File: config.mk
export PLATFORM = sky130hd
export DESIGN_NAME = ising_core
export DESIGN_NICKNAME = d
export VERILOG_FILES = /design/src/hw/ising_pkg.sv /design/src/hw/ising_core.sv /design/src/hw/ising_host_port.sv /design/src/hw/ising_result_fifo.sv /design/src/hw/ising_sweep_engine.sv /design/src/hw/ising_weight_store.sv
export VERILOG_INCLUDE_DIRS = /design/src /design/src/hw
export SDC_FILE = /design/constraint.sdc
export NUM_CORES = 1
export LEC_CHECK = 0
export BUFFER_PORTS_ARGS = -buffer_cell sky130_fd_sc_hd__buf_2
export CAP_MARGIN = 30
export CORE_ASPECT_RATIO = 1.2
export CORE_UTILIZATION = 60
export DETAILED_ROUTE_END_ITERATION = 12
export GPL_TIMING_DRIVEN = 1
export PLACE_DENSITY = 0.74
export SYNTH_ARGS = -nofsm -noshare
export SYNTH_HDL_FRONTEND = slang
export SYNTH_SLANG_ARGS = --single-unit
File: constraint.sdc
create_clock -name clk_i -period 19.52 [get_ports clk_i]
set_input_delay 0.976 -clock clk_i [delete_from_list [all_inputs] [get_ports clk_i]]
set_output_delay 0.976 -clock clk_i [all_outputs]
set_load 0.005 [all_outputs]
File: src/hw/ising_consts.svh
// Sizing constants for the Ising core, included by the package and the sized RTL modules
`ifndef ISING_CONSTS_SVH
`define ISING_CONSTS_SVH

// Problem size
`define ISING_NUM_SPIN 8
`define ISING_IDX_W    3

// Signed weight widths
// J row and H vector share one 32-bit word layout
`define ISING_BIT_J    4
`define ISING_BIT_H    4

// Local field accumulator
// Seven products of magnitude 8 plus the bias fit easily
`define ISING_FIELD_W  10

// Sweep and flip counters
`define ISING_SWEEP_W  6
`define ISING_FLIP_W   4

`endif

File: src/hw/ising_pkg.sv
// Shared command, payload, weight-store and result types, referenced by scoped names
`include "ising_consts.svh"

package ising_pkg;

    // Operating mode held by the host port
    typedef enum logic [1:0] {
        MODE_IDLE   = 2'd0,
        MODE_LOAD   = 2'd1,
        MODE_ANNEAL = 2'd2
    } ising_mode_e;

    // Command opcodes
    typedef enum logic [1:0] {
        OP_WR_J = 2'd0,
        OP_WR_H = 2'd1,
        OP_CTRL = 2'd2
    } ising_op_e;

    // One signed coupling or bias entry
    typedef logic signed [`ISING_BIT_J-1:0] ising_j_t;

    // Eight entries packed into one word, used for a J row and for H
    typedef ising_j_t [`ISING_NUM_SPIN-1:0] ising_wvec_t;

    // Control view of the payload word
    typedef struct packed {
        logic [32-2-`ISING_SWEEP_W-`ISING_NUM_SPIN-1:0] pad;
        logic [`ISING_NUM_SPIN-1:0]                     spins;
        logic [`ISING_SWEEP_W-1:0]                      sweeps;
        ising_mode_e                                    mode;
    } ising_ctrl_t;

    // Payload word, decoded by opcode
    typedef union packed {
        ising_wvec_t weights;
        ising_ctrl_t ctrl;
    } ising_payload_u;

    typedef struct packed {
        ising_op_e                 op;
        logic [`ISING_IDX_W-1:0]   row;
        ising_payload_u            payload;
    } ising_cmd_t;

    // Weight-store write port
    typedef struct packed {
        logic                      j_we;
        logic                      h_we;
        logic [`ISING_IDX_W-1:0]   row;
        ising_wvec_t               data;
    } ising_wr_t;

    // One result per sweep
    typedef struct packed {
        logic [`ISING_NUM_SPIN-1:0] spins;
        logic [`ISING_SWEEP_W-1:0]  sweep;
        logic [`ISING_FLIP_W-1:0]   flips;
        logic                       last;
    } ising_result_t;

endpackage

File: src/hw/ising_core.sv
// Top level of the Ising annealing core, wires host port, weight store, sweep engine and result buffer
`include "ising_consts.svh"

module ising_core (
    input  logic                     clk_i,
    input  logic                     rst_n_i,
    input  ising_pkg::ising_cmd_t    cmd_i,
    input  logic                     cmd_valid_i,
    output logic                     cmd_ready_o,
    output ising_pkg::ising_result_t res_o,
    output logic                     res_valid_o,
    input  logic                     res_ready_i
);

    ising_pkg::ising_wr_t       wr;
    logic                       start;
    logic [`ISING_NUM_SPIN-1:0] init_spins;
    logic [`ISING_SWEEP_W-1:0]  sweeps;
    logic                       done;
    logic [`ISING_IDX_W-1:0]    rd_row;
    ising_pkg::ising_wvec_t     j_row;
    ising_pkg::ising_wvec_t     h_vec;
    ising_pkg::ising_result_t   eng_res;
    logic                       eng_valid;
    logic                       eng_ready;

    ////////////////////
    // Input side
    ////////////////////
    ising_host_port i_host_port (
        .clk_i        (clk_i      ),
        .rst_n_i      (rst_n_i    ),
        .cmd_i        (cmd_i      ),
        .cmd_valid_i  (cmd_valid_i),
        .cmd_ready_o  (cmd_ready_o),
        .wr_o         (wr         ),
        .start_o      (start      ),
        .init_spins_o (init_spins ),
        .sweeps_o     (sweeps     ),
        .done_i       (done       )
    );

    ////////////////////
    // Processing
    ////////////////////
    ising_weight_store i_weight_store (
        .clk_i    (clk_i  ),
        .rst_n_i  (rst_n_i),
        .wr_i     (wr     ),
        .rd_row_i (rd_row ),
        .j_row_o  (j_row  ),
        .h_vec_o  (h_vec  )
    );

    ising_sweep_engine i_sweep_engine (
        .clk_i        (clk_i     ),
        .rst_n_i      (rst_n_i   ),
        .start_i      (start     ),
        .init_spins_i (init_spins),
        .sweeps_i     (sweeps    ),
        .rd_row_o     (rd_row    ),
        .j_row_i      (j_row     ),
        .h_vec_i      (h_vec     ),
        .res_o        (eng_res   ),
        .res_valid_o  (eng_valid ),
        .res_ready_i  (eng_ready ),
        .done_o       (done      )
    );

    ////////////////////
    // Output side
    ////////////////////
    ising_result_fifo i_result_fifo (
        .clk_i        (clk_i      ),
        .rst_n_i      (rst_n_i    ),
        .push_i       (eng_res    ),
        .push_valid_i (eng_valid  ),
        .push_ready_o (eng_ready  ),
        .res_o        (res_o      ),
        .res_valid_o  (res_valid_o),
        .res_ready_i  (res_ready_i)
    );

endmodule

File: src/hw/ising_host_port.sv
// Command input side of the Ising core, decodes host commands and owns the mode register
`include "ising_consts.svh"

module ising_host_port (
    input  logic                       clk_i,
    input  logic                       rst_n_i,
    input  ising_pkg::ising_cmd_t      cmd_i,
    input  logic                       cmd_valid_i,
    output logic                       cmd_ready_o,
    output ising_pkg::ising_wr_t       wr_o,
    output logic                       start_o,
    output logic [`ISING_NUM_SPIN-1:0] init_spins_o,
    output logic [`ISING_SWEEP_W-1:0]  sweeps_o,
    input  logic                       done_i
);

    ising_pkg::ising_mode_e     mode_q;
    ising_pkg::ising_mode_e     mode_d;
    ising_pkg::ising_ctrl_t     ctrl;
    logic                       accept;
    logic                       is_ctrl;
    logic                       go_anneal;
    logic                       ready_q;
    logic                       start_q;
    logic                       j_we_q;
    logic                       h_we_q;
    logic [`ISING_IDX_W-1:0]    row_q;
    ising_pkg::ising_wvec_t     data_q;
    logic [`ISING_NUM_SPIN-1:0] spins_q;
    logic [`ISING_SWEEP_W-1:0]  sweeps_q;

    assign accept    = cmd_valid_i && cmd_ready_o;
    assign ctrl      = cmd_i.payload.ctrl;
    assign is_ctrl   = accept && (cmd_i.op == ising_pkg::OP_CTRL);
    // A zero sweep count never enters anneal
    assign go_anneal = is_ctrl && (ctrl.mode == ising_pkg::MODE_ANNEAL) && (ctrl.sweeps != '0);

    ////////////////////
    // Mode register
    ////////////////////
    always_comb begin
        mode_d = mode_q;
        if (done_i) begin
            mode_d = ising_pkg::MODE_IDLE;
        end else if (is_ctrl) begin
            case (ctrl.mode)
                ising_pkg::MODE_LOAD:   mode_d = ising_pkg::MODE_LOAD;
                ising_pkg::MODE_ANNEAL: mode_d = go_anneal ? ising_pkg::MODE_ANNEAL
                                                           : ising_pkg::MODE_IDLE;
                default:                mode_d = ising_pkg::MODE_IDLE;
            endcase
        end
    end

    always_ff @(posedge clk_i) begin
        if (!rst_n_i) begin
            mode_q  <= ising_pkg::MODE_IDLE;
            ready_q <= 1'b0;
            start_q <= 1'b0;
            j_we_q  <= 1'b0;
            h_we_q  <= 1'b0;
        end else begin
            mode_q  <= mode_d;
            ready_q <= (mode_d != ising_pkg::MODE_ANNEAL);
            start_q <= go_anneal;
            // Weight writes only land in load mode
            j_we_q  <= accept && (mode_q == ising_pkg::MODE_LOAD)
                       && (cmd_i.op == ising_pkg::OP_WR_J);
            h_we_q  <= accept && (mode_q == ising_pkg::MODE_LOAD)
                       && (cmd_i.op == ising_pkg::OP_WR_H);
        end
    end

    ////////////////////
    // Payload capture
    ////////////////////
    always_ff @(posedge clk_i) begin
        if (accept) begin
            row_q  <= cmd_i.row;
            data_q <= cmd_i.payload.weights;
        end
        if (go_anneal) begin
            spins_q  <= ctrl.spins;
            sweeps_q <= ctrl.sweeps;
        end
    end

    assign cmd_ready_o  = ready_q;
    assign start_o      = start_q;
    assign init_spins_o = spins_q;
    assign sweeps_o     = sweeps_q;
    assign wr_o         = '{j_we: j_we_q, h_we: h_we_q, row: row_q, data: data_q};

endmodule

File: src/hw/ising_result_fifo.sv
// Two-entry result buffer on the output side, decouples the engine from host back-pressure
module ising_result_fifo (
    input  logic                     clk_i,
    input  logic                     rst_n_i,
    input  ising_pkg::ising_result_t push_i,
    input  logic                     push_valid_i,
    output logic                     push_ready_o,
    output ising_pkg::ising_result_t res_o,
    output logic                     res_valid_o,
    input  logic                     res_ready_i
);

    ising_pkg::ising_result_t mem_q [2];
    // Pointers carry one wrap bit above the slot index
    logic [1:0]               wr_ptr_q;
    logic [1:0]               rd_ptr_q;
    logic                     full;
    logic                     empty;
    logic                     push;
    logic                     pop;

    assign empty = (wr_ptr_q == rd_ptr_q);
    assign full  = (wr_ptr_q[1] != rd_ptr_q[1]) && (wr_ptr_q[0] == rd_ptr_q[0]);
    assign push  = push_valid_i && !full;
    assign pop   = res_ready_i && !empty;

    ////////////////////
    // Pointers
    ////////////////////
    always_ff @(posedge clk_i) begin
        if (!rst_n_i) begin
            wr_ptr_q <= '0;
            rd_ptr_q <= '0;
        end else begin
            if (push) begin
                wr_ptr_q <= wr_ptr_q + 1'b1;
            end
            if (pop) begin
                rd_ptr_q <= rd_ptr_q + 1'b1;
            end
        end
    end

    // Storage
    always_ff @(posedge clk_i) begin
        if (push) begin
            mem_q[wr_ptr_q[0]] <= push_i;
        end
    end

    assign push_ready_o = !full;
    assign res_valid_o  = !empty;
    assign res_o        = mem_q[rd_ptr_q[0]];

endmodule

File: src/hw/ising_sweep_engine.sv
// Sequential spin-update engine, one spin per cycle, one result offered per sweep
`include "ising_consts.svh"

module ising_sweep_engine (
    input  logic                       clk_i,
    input  logic                       rst_n_i,
    input  logic                       start_i,
    input  logic [`ISING_NUM_SPIN-1:0] init_spins_i,
    input  logic [`ISING_SWEEP_W-1:0]  sweeps_i,
    output logic [`ISING_IDX_W-1:0]    rd_row_o,
    input  ising_pkg::ising_wvec_t     j_row_i,
    input  ising_pkg::ising_wvec_t     h_vec_i,
    output ising_pkg::ising_result_t   res_o,
    output logic                       res_valid_o,
    input  logic                       res_ready_i,
    output logic                       done_o
);

    typedef enum logic [1:0] {
        S_IDLE,
        S_RUN,
        S_OFFER
    } state_e;

    state_e                          state_q;
    logic [`ISING_IDX_W-1:0]         idx_q;
    logic                            done_q;
    logic [`ISING_NUM_SPIN-1:0]      spins_q;
    logic [`ISING_NUM_SPIN-1:0]      spins_nxt;
    logic [`ISING_SWEEP_W-1:0]       sweep_q;
    logic [`ISING_SWEEP_W-1:0]       tot_q;
    logic [`ISING_FLIP_W-1:0]        flips_q;
    logic [`ISING_FLIP_W-1:0]        flips_nxt;
    logic signed [`ISING_FIELD_W-1:0] field;
    logic                            spin_new;
    logic                            flip;
    logic                            last_idx;
    ising_pkg::ising_result_t        res_q;

    assign last_idx = (idx_q == `ISING_IDX_W'(`ISING_NUM_SPIN - 1));

    ////////////////////
    // Local field
    ////////////////////
    // h_i plus J[i][j] times +1/-1 for every other spin
    always_comb begin
        field = $signed(h_vec_i[idx_q]);
        for (int k = 0; k < `ISING_NUM_SPIN; k++) begin
            if (k != idx_q) begin
                if (spins_q[k]) begin
                    field = field + $signed(j_row_i[k]);
                end else begin
                    field = field - $signed(j_row_i[k]);
                end
            end
        end
    end

    // Zero field keeps the current spin
    always_comb begin
        if (field > 0) begin
            spin_new = 1'b1;
        end else if (field < 0) begin
            spin_new = 1'b0;
        end else begin
            spin_new = spins_q[idx_q];
        end
        spins_nxt        = spins_q;
        spins_nxt[idx_q] = spin_new;
    end

    assign flip      = spin_new ^ spins_q[idx_q];
    assign flips_nxt = flips_q + {{(`ISING_FLIP_W-1){1'b0}}, flip};

    ////////////////////
    // Sweep control
    ////////////////////
    always_ff @(posedge clk_i) begin
        if (!rst_n_i) begin
            state_q <= S_IDLE;
            idx_q   <= '0;
            done_q  <= 1'b0;
        end else begin
            done_q <= 1'b0;
            case (state_q)
                S_IDLE: begin
                    if (start_i) begin
                        state_q <= S_RUN;
                        idx_q   <= '0;
                    end
                end
                S_RUN: begin
                    // Index wraps back to zero after the last spin
                    idx_q <= idx_q + 1'b1;
                    if (last_idx) begin
                        state_q <= S_OFFER;
                    end
                end
                S_OFFER: begin
                    // Stall here until the result buffer takes the result
                    if (res_ready_i) begin
                        if (res_q.last) begin
                            state_q <= S_IDLE;
                            done_q  <= 1'b1;
                        end else begin
                            state_q <= S_RUN;
                        end
                    end
                end
                default: state_q <= S_IDLE;
            endcase
        end
    end

    // Spin state, counters and the pending result
    always_ff @(posedge clk_i) begin
        if (state_q == S_IDLE && start_i) begin
            spins_q <= init_spins_i;
            tot_q   <= sweeps_i;
            sweep_q <= '0;
            flips_q <= '0;
        end else if (state_q == S_RUN) begin
            spins_q <= spins_nxt;
            flips_q <= flips_nxt;
            if (last_idx) begin
                res_q.spins <= spins_nxt;
                res_q.sweep <= sweep_q;
                res_q.flips <= flips_nxt;
                res_q.last  <= ((sweep_q + 1'b1) == tot_q);
            end
        end else if (state_q == S_OFFER && res_ready_i) begin
            sweep_q <= sweep_q + 1'b1;
            flips_q <= '0;
        end
    end

    assign rd_row_o    = idx_q;
    assign res_o       = res_q;
    assign res_valid_o = (state_q == S_OFFER);
    assign done_o      = done_q;

endmodule

File: src/hw/ising_weight_store.sv
// Register-file store for the J rows and H vector, written by the host port, read by the engine
`include "ising_consts.svh"

module ising_weight_store (
    input  logic                    clk_i,
    input  logic                    rst_n_i,
    input  ising_pkg::ising_wr_t    wr_i,
    input  logic [`ISING_IDX_W-1:0] rd_row_i,
    output ising_pkg::ising_wvec_t  j_row_o,
    output ising_pkg::ising_wvec_t  h_vec_o
);

    ising_pkg::ising_wvec_t j_q [`ISING_NUM_SPIN];
    ising_pkg::ising_wvec_t h_q;

    ////////////////////
    // J rows
    ////////////////////
    always_ff @(posedge clk_i) begin
        if (!rst_n_i) begin
            for (int r = 0; r < `ISING_NUM_SPIN; r++) begin
                j_q[r] <= '0;
            end
        end else if (wr_i.j_we) begin
            j_q[wr_i.row] <= wr_i.data;
        end
    end

    ////////////////////
    // H vector
    ////////////////////
    always_ff @(posedge clk_i) begin
        if (!rst_n_i) begin
            h_q <= '0;
        end else if (wr_i.h_we) begin
            h_q <= wr_i.data;
        end
    end

    // Asynchronous row read for the sweep engine
    assign j_row_o = j_q[rd_row_i];
    assign h_vec_o = h_q;

endmodule

==> results of run 1 <==
-- placed cells by master (no fill, tap or decap), types with 8 or more instances in the layout --
cell type	n
ha_1	99
a21oi_1	48
clkbuf_16	43
buf_4	19
nor2_1	84
fa_1	8
a211oi_1	13
nor2b_1	55
dfxtp_1	59
nand2_1	79
nand3_1	39
nand2b_1	12
clkbuf_1	12
mux2i_1	74
mux4_2	58
inv_1	64
nor3_1	27
xor2_1	22
and2_1	275
xnor2_1	44
buf_2	62
a21o_1	38
edfxtp_1	376
mux4_1	10
o21ai_0	58
o21a_1	20
mux2_2	42
a31oi_1	10
-- flip-flops by register name (all words and copies together) (netlist names), named ones only --
signal	flops
i_weight_store.j_q	256
i_result_fifo.mem_q	38
i_host_port.wr_o	32
i_weight_store.h_vec_o	32
i_sweep_engine.res_o	19
i_host_port.init_spins_o	8
i_sweep_engine.spins_q	8
i_host_port.sweeps_o	6
i_sweep_engine.sweep_q	6
i_sweep_engine.tot_q	6
i_sweep_engine.flips_q	4
i_host_port.row_q	3
i_sweep_engine.rd_row_o	3
i_host_port.mode_q	2
i_result_fifo.rd_ptr_q	2
i_result_fifo.wr_ptr_q	2
i_sweep_engine.state_q	2
i_host_port.cmd_ready_o	1
i_host_port.h_we_q	1
i_host_port.j_we_q	1
i_host_port.start_o	1
i_sweep_engine.done_o	1
-- area by class of cell --
type                       instances  area, sq um
fill                            2804        12800
clock inverter                    18          154
multi-input combinational       1268        10400
timing repair buffer              88          593
tap                              526          658
inverter                          69          259
sequential                       438        12500
clock buffer                      59         1180
-- synth_stat cells, types with 44 or more instances --
cell type | instances | share of area, %
edfxtp_1 | 376 | 48
and2_1 | 276 | 7.4
ha_1 | 99 | 5.3
nor2_1 | 91 | 1.5
nand2_1 | 79 | 1.3
mux2i_1 | 74 | 3.2
inv_1 | 64 | 1.0
o21ai_0 | 64 | 1.4
dfxtp_1 | 62 | 5.3
mux4_2 | 58 | 5.6
nor2b_1 | 56 | 1.5
clkbuf_1 | 55 | 0.88
a21oi_1 | 48 | 1.0
xnor2_1 | 44 | 1.6
-- metal layers --
layer,up-vias,GRT usage [%],wire [um]
met5,-,0,0
li1,6958,-,-
met4,0,11.1,1910
met1,7536,38.7,24100
met3,108,2.97,2660
met2,437,51.3,28900
-- worst max-delay path by stage --
stage,startpoint,end,cells past startpoint
3_3_place_gp,register,i_sweep_engine.flips_q[2],58
2_1_floorplan,register,i_sweep_engine.flips_q[2],61
4_1_cts,register,i_sweep_engine.flips_q[2],56
6_report,register,i_sweep_engine.flips_q[2],59
5_1_grt,register,i_sweep_engine.flips_q[2],59
3_5_place_dp,register,i_sweep_engine.flips_q[2],56
-- stage by stage --
stage,instances,util [%],setup WS [ps],instance area (sq um)
after global placement,2381,63.0,6140,24300
after detailed placement,2387,63.3,6290,24400
after CTS,2464,66.7,6220,25800
after global routing,2466,66.8,5260,25800
after floorplan,1860,-,7650,23500
final,2466,66.8,6200,25800
-- cell families after synthesis --
family / share of synthesized area, %
simple gates: 14.8
compound gates: 8.09
mux: 12.3
xor+xnor: 2.73
fa+ha+maj: 5.96
buf+inv: 2.74
flops: 53.4
-- power by group through the flow --
stage	registers, mW	logic, mW	clock network, mW
after floorplan	1.08	0.816	0
after detailed placement	1.09	1.05	0
after global placement	1.09	1.04	0
after CTS	1.07	1.06	0.799
after global routing	1.07	1.17	0.833
final	1.07	1.06	0.792
==> results.toml, run 1 <==
[clock_tree]
cts_inserted_buffers = 42
cts_buffer_depth = 3
cts_tree = "yes"
path_clk_slew_ps = 60
clockRootBuffer = "clkbuf_16"
clock_sinks = 438
cts_hold_buf = 0
cts_resized = 0
cts.htree.levels = 2
clock_latency_ps = 550
post_cts_buffers = 0

[yosys]
async_flop_share_pct = 0
postSynthCellCount = 1860
avgSynthCellArea_sq_um = 12.6
synth_ff_type = "edfxtp_1"
synth_edf_count = 376
synth_warnings = 0
ys_seq_elements = 438
ys_types = 74
synth_nets = 2008
ys_seq_area_share_pct = 53.4
netlist_area_sq_mm = 0.0235

[global_route]
grt_pass1_wl_mm = 87.8
grt_pass1_vias = 14990
antenna_found_initial = 2
grt.overflow.total = 0
grt_max_degree = 47
track_usage_pct = 29.7

[detailed_routing]
drt-initial-drc-count = 1231
postRouteAntennaNets = 0
drt_first_pass_iters = 5
vias = 15039
via_per_inst = 6.10
drc = 0
post_drt_wl_per_cell_um = 23.4
wl_mm = 57.6

[min_path]
min_path_type = "reg2reg"
min_to = "i_sweep_engine.tot_q[3]"
min-delay-start = "i_host_port.sweeps_o[3]"
hold_path_depth = 0

[die]
fp.dieW_um = 183
dieHeight_um = 219
row_count = 79
dieArea_sq_mm = 0.0399
fp.coreArea_sq_mm = 0.0386
initial_core_util_pct = 60.7
ios = 62

[flow_run]
max-cap-violations = 0

[timing]
post-route-period-util_pct = 68.2
slew_headroom_pct = 30.7
setup_violations = 0
fin_tns_setup_ps = 0
hold_violations = 0
layout_min_cycle_time_ps = 13320
worst_pin_slew_ps = 1040
whs_ps = 429
clock.fmax_ghz = 0.0751
finalMaxSlewViolations = 0
rsz0062_at_grt = "false"
finClkSkew_ps = 20.7

[worst_setup_path]
crit_family = "compound AO/OA/AOI/OAI gates"
crit_slowest_cell = "or4_1"
cpMostUsedCell = "ha_1"
crit_type = "reg2reg"
start_kind = "register"
arrival_ps = 13750
end_kind = "register"
r2r_slack_ps = 6200
crit_buf_inv = 4
max_stage_delay_ps = 540
rr_worst_depth = 59
crit_fanout = 12
crit_required_ps = 19950
worstReg2RegEnd = "i_sweep_engine.flips_q[2]"

[pwr]
clkPwrFrac_pct = 27.1
peakVddDrop_v = 0.000128
pwr-share-comb_pct = 36.3
power.share.switching_pct = 33.1
power.leakage_nw = 9.90
p_int_mw = 1.95
seq_power_share_pct = 36.6
p_total_mw = 2.92
p_per_area_mw_per_mm2 = 113
switchingPower_uw = 967

[final_layout]
final_nets = 2055
diodes = 0
drive_gt1_share_pct = 15.6
syn2layout_area_growth_pct = 10.0

[placed_design]
hpwl_mm = 38.3
io_buffers = 61
gp_congestion = 0.911

[outcome]
run_status = "completed"
No activity file was read; power rests on OpenSTA's default activity.
==> run 2: changes to the inputs <==
==> constraint.sdc (replaced) <==
create_clock -name clk_i -period 13.15 [get_ports clk_i]
set_input_delay 0.6575 -clock clk_i [delete_from_list [all_inputs] [get_ports clk_i]]
set_output_delay 0.6575 -clock clk_i [all_outputs]
set_load 0.005 [all_outputs]
==> run 2 against run 1 <==
Power grew 53%. Sequential power grew 49%. Critical path depth shrank 3. Largest cell class unchanged. Highest routed layer unchanged.
==> results.toml, run 2 (same netlist as run 1, synthesis figures left out) <==
[outcome]
run_status = "completed"

[pwr]
power.share.switching_pct = 32.7
seq_power_share_pct = 35.6
power.leakage_nw = 9.96
switchingPower_mw = 1.46
p_int_mw = 3.00
pwr-share-comb_pct = 37.1
p_per_area_mw_per_mm2 = 171
peakVddDrop_v = 0.000198
clkPwrFrac_pct = 27.3

[worst_setup_path]
crit_type = "reg2reg"
crit_fanout = 10
cpMostUsedCell = "ha_1"
start_kind = "register"
end_kind = "register"
arrival_ps = 12890
crit_slowest_cell = "a221oi_1"
rr_worst_depth = 56
crit_required_ps = 13570
max_stage_delay_ps = 570

[min_path]
hold_path_depth = 1
min_path_type = "in2reg"

[die]
ios = 62
fp.coreArea_sq_mm = 0.0386
row_count = 79
dieArea_sq_mm = 0.0399
fp.dieW_um = 183
initial_core_util_pct = 60.7
dieHeight_um = 219

[flow_run]
max-cap-violations = 0

[final_layout]
layout_commonest_cell = "edfxtp_1"
final_nets = 2064
syn2layout_area_growth_pct = 10.9
largest-register = "i_weight_store.j_q"
layout_common_cells = "edfxtp_1 (376), and2_1 (275), ha_1 (96)"
drive_gt1_share_pct = 16.6
fillers = 2778
largest_register_ffs = 256

[placed_design]
hpwl_mm = 38.3
gp_congestion = 0.924
io_buffers = 61
post-place-ws_ps = 302

[timing]
post-route-period-util_pct = 94.9
worst_pin_slew_ps = 1060
hold_violations = 0
layout_min_cycle_time_ps = 12470
clock.fmax_ghz = 0.0802
slew_headroom_pct = 29.3
setup_violations = 0
fin_ws_ps = 676
finalMaxSlewViolations = 0
fin_tns_setup_ps = 0
finClkSkew_ps = 11.8

[clock_tree]
cts_inserted_buffers = 42
clock_sinks = 438
clock_latency_ps = 550
cts_buffer_depth = 3
cts_hold_buf = 0
clockRootBuffer = "clkbuf_16"
cts.htree.levels = 2
path_clk_slew_ps = 60
cts_tree = "yes"

[detailed_routing]
drt_first_pass_iters = 5
via_per_inst = 6.08
drc = 0
drt-initial-drc-count = 1265
wl_mm = 57.2
postRouteAntennaNets = 0
vias = 15055
post_drt_wl_per_cell_um = 23.1

[global_route]
track_usage_pct = 29.2
grt_pass1_wl_mm = 86.6
grt_max_degree = 58
antenna_found_initial = 0
grt.overflow.total = 0
grt_pass1_vias = 14943
[run 2: cell count changes in the layout (fill, tap and decap cells not counted), moves of 3 or more]
cell | before | now
buf_4 | 19 | 29
clkinv_2 | 7 | 2
ha_1 | 99 | 96
nor3_1 | 27 | 24
nor3_2 | 2 | 5
[run 2: power by group through the flow]
stage / combinational [mW] / sequential, mW / clock [mW]
floorplan: 1.21 / 1.61 / 0
global placement: 1.58 / 1.61 / 0
detailed placement: 1.61 / 1.62 / 0
CTS: 1.62 / 1.59 / 1.23
global route: 1.81 / 1.59 / 1.28
finish: 1.65 / 1.59 / 1.21
[run 2: critical path: cells and delay by family, from the launching register on]
| family | cells | cell delay (ps) |
|---|---|---|
| DFF | 1 | 550 |
| and+or+nand+nor | 16 | 2720 |
| adders and majority gates | 10 | 3220 |
| buffers and inverters | 3 | 470 |
| xor gates and xnor gates | 4 | 750 |
| AOI/OAI and AO/OA | 22 | 4310 |
| muxes | 1 | 300 |
[run 2: per-stage QoR]
stage | cells | instance area [sq um] | util, % | total power [mW] | hold WS (ps)
after global routing | 2475 | 26000 | 67.3 | 4.67 | 268
after global placement | 2388 | 24400 | 63.1 | 3.19 | 404
final | 2476 | 26000 | 67.3 | 4.45 | 284
after floorplan | 1860 | 23500 | - | 2.82 | 400
after detailed placement | 2394 | 24500 | 63.4 | 3.23 | 406
after CTS | 2471 | 25900 | 67.0 | 4.44 | 265
[run 2: cell type report]
class | count | area [sq um] | share of cell area (%)
inverters | 69 | 259 | 0.996
multi-input cells | 1268 | 10500 | 40.4
flip-flops and latches | 438 | 12500 | 48.2
repair buffers | 97 | 646 | 2.48
clock inverters | 15 | 181 | 0.698
diodes | 1 | 2.50 | 0.00962
clock buffers | 62 | 1210 | 4.65
well taps | 526 | 658 | 2.53
[run 2: repair_timing]
action                     4_1_cts  5_1_grt
setup buffers                    0        3
setup endpoints to repair        0       24
gates resized for setup          0       18
[run 2: path summary, 6_finish.rpt]
kind / startpoint / end / slack [ps]
worst min-delay path: cmd_i[26] / i_host_port.wr_o[26] / 280
worst max register to register: i_sweep_engine.rd_row_o[2] / i_sweep_engine.flips_q[2] / 680
worst min register to register: i_host_port.sweeps_o[1] / i_sweep_engine.tot_q[1] / 420
worst max-delay path: i_sweep_engine.rd_row_o[2] / i_sweep_engine.flips_q[2] / 680
[run 2: per-layer routing]
metal	share of wire, %	global-route usage [%]	vias to the layer above
li1	-	-	6974
met4	3.2	10.0	0
met3	5.5	3.83	117
met5	0	0	-
met1	41	37.8	7433
met2	50	50.8	531
==> run 3: changes to the inputs <==
--- a/config.mk
+++ b/config.mk
@@ -7,12 +7,11 @@
 export NUM_CORES = 1
 export LEC_CHECK = 0
 export BUFFER_PORTS_ARGS = -buffer_cell sky130_fd_sc_hd__buf_2
-export CAP_MARGIN = 30
 export CORE_ASPECT_RATIO = 1.2
-export CORE_UTILIZATION = 60
+export CORE_UTILIZATION = 49
 export DETAILED_ROUTE_END_ITERATION = 12
 export GPL_TIMING_DRIVEN = 1
-export PLACE_DENSITY = 0.74
+export PLACE_DENSITY = 0.62
 export SYNTH_ARGS = -nofsm -noshare
 export SYNTH_HDL_FRONTEND = slang
 export SYNTH_SLANG_ARGS = --single-unit
==> run 3 against run 2 <==
Critical path type unchanged. Sequential share of layout area decreased by 0.11 points. Global-route usage down 4.5 points. Setup slack better by 24 ps. Largest cell class unchanged. Sequential cell count stayed put. Highest routed layer unchanged.
==> results.toml, run 3 (same netlist as run 1, synthesis figures left out) <==
[outcome]
run_status = "completed"

[global_route]
antenna_found_initial = 2
grt.busiest_layer = "met2"
use_met1_pct = 33.6
grt_pass1_wl_mm = 90.4
grt_pass1_vias = 14655
use_met3_pct = 3.23
grt.met2_usage_pct = 41.1
grt_max_degree = 58
track_usage_pct = 24.7
grt.overflow.total = 0

[worst_setup_path]
start_kind = "register"
end_kind = "register"
crit_fanout = 7
crit_slowest_cell = "mux4_2"
crit_type = "reg2reg"
max_stage_delay_ps = 530
crit_required_ps = 13610
cpMostUsedCell = "ha_1"
arrival_ps = 12910

[flow_run]
max-cap-violations = 0

[pwr]
power.share.switching_pct = 34.1
switchingPower_mw = 1.54
p_per_area_mw_per_mm2 = 173
p_int_mw = 2.97
pwr-share-comb_pct = 38.1
seq_power_share_pct = 35.2
power.leakage_nw = 9.94
peakVddDrop_v = 0.000356
clkPwrFrac_pct = 26.7

[clock_tree]
cts.htree.levels = 2
clock_latency_ps = 580
cts_buffer_depth = 3
path_clk_slew_ps = 60
cts_inserted_buffers = 44
clockRootBuffer = "clkbuf_16"
cts_hold_buf = 0
cts_tree = "yes"
clock_sinks = 438

[timing]
worst_pin_slew_ps = 1150
post-route-period-util_pct = 94.7
fin_ws_ps = 700
setup_violations = 0
slew_headroom_pct = 23.3
finClkSkew_ps = 23.4
clock.fmax_ghz = 0.0803
hold_violations = 0
layout_min_cycle_time_ps = 12450
finalMaxSlewViolations = 0

[detailed_routing]
drc = 0
drt_first_pass_iters = 5
via_per_inst = 5.79
vias = 14917
drt-initial-drc-count = 1128
postRouteAntennaNets = 0
post_drt_wl_per_cell_um = 23.2
wl_mm = 59.9

[min_path]
min_path_type = "in2reg"

[final_layout]
fin_cells = 2578
layout_common_cells = "edfxtp_1 (376), and2_1 (275), ha_1 (97)"
layout_commonest_cell = "edfxtp_1"
drive_gt1_share_pct = 16.9
diodes = 0
largest_register_ffs = 256
final_nets = 2069
syn2layout_area_growth_pct = 11.1
largest-register = "i_weight_store.j_q"

[die]
initial_core_util_pct = 49.8
fp.dieW_um = 202
dieArea_sq_mm = 0.0488
dieHeight_um = 242
ios = 62
row_count = 87
fp.coreArea_sq_mm = 0.0471

[placed_design]
io_buffers = 61
post-place-cells = 2488
hpwl_mm = 40.0
gp_congestion = 0.877
post-place-ws_ps = 248
run 3: cell count changes in the layout (fill, tap and decap cells not counted), sizes merged:
cell	change
bufinv	-3
diode	-1
buf	+3
clkbuf	-2
clkinvlp	-2
clkinv	+10
run 3: routing by layer:
layer / routed length [um] / up-vias / part of all wire (%)
met2: 28800 / 368 / 48
met5: 0 / - / 0
met1: 26500 / 7459 / 44
met3: 2820 / 97 / 4.7
met4: 1770 / 0 / 3.0
li1: - / 6993 / -
run 3: repair_timing:
item	4_1_cts	5_1_grt
gates resized for setup	0	24
buffers inserted	0	10
setup endpoints to repair	0	24
run 3: worst paths after layout:
| check | startpoint | end | slack, ps | depth (start not counted) |
|---|---|---|---|---|
| hold reg to reg | i_host_port.sweeps_o[5] | i_sweep_engine.tot_q[5] | 440 | 0 |
| setup reg to reg | register | i_sweep_engine.flips_q[2] | 700 | 57 |
| hold / removal | cmd_i[33] | i_host_port.row_q[1] | 260 | 1 |
| setup / recovery | register | i_sweep_engine.flips_q[2] | 700 | 57 |
run 3: final cells by class:
type	count	area, sq um
multi-input combinational	1268	10500
inverter	69	259
sequential	438	12500
tap	623	779
timing repair buffer	100	598
clock buffer	60	1220
fill	3904	21100
clock inverter	20	134
run 3: power groups by stage:
stage / clock, mW / sequential [mW] / combinational (mW)
5_1_grt: 1.27 / 1.59 / 1.88
2_1_floorplan: 0 / 1.61 / 1.21
3_5_place_dp: 0 / 1.62 / 1.66
4_1_cts: 1.23 / 1.59 / 1.67
3_3_place_gp: 0 / 1.61 / 1.64
6_report: 1.20 / 1.59 / 1.72
run 3: worst max-delay path, delay by kind of cell (launching register included):
kind | cells | cell delay (ps)
AOI/OAI and AO/OA | 23 | 4000
adders and majority gates | 11 | 3590
and+or+nand+nor | 13 | 2280
muxes | 3 | 1080
xor gates and xnor gates | 4 | 660
DFF | 1 | 420
buffers and inverters | 3 | 260
run 3: metrics by stage:
step                      cell area (sq um)  total power [mW]  hold WS, ps  util [%]  setup TNS, ps
after floorplan                       23500              2.82          400         -              0
after global placement                24500              3.25          417      52.0              0
after detailed placement              24500              3.28          425      52.0              0
after CTS                             25900              4.48          229      54.9              0
after global routing                  26100              4.74          234      55.3          -70.4
final                                 26100              4.51          258      55.3              0
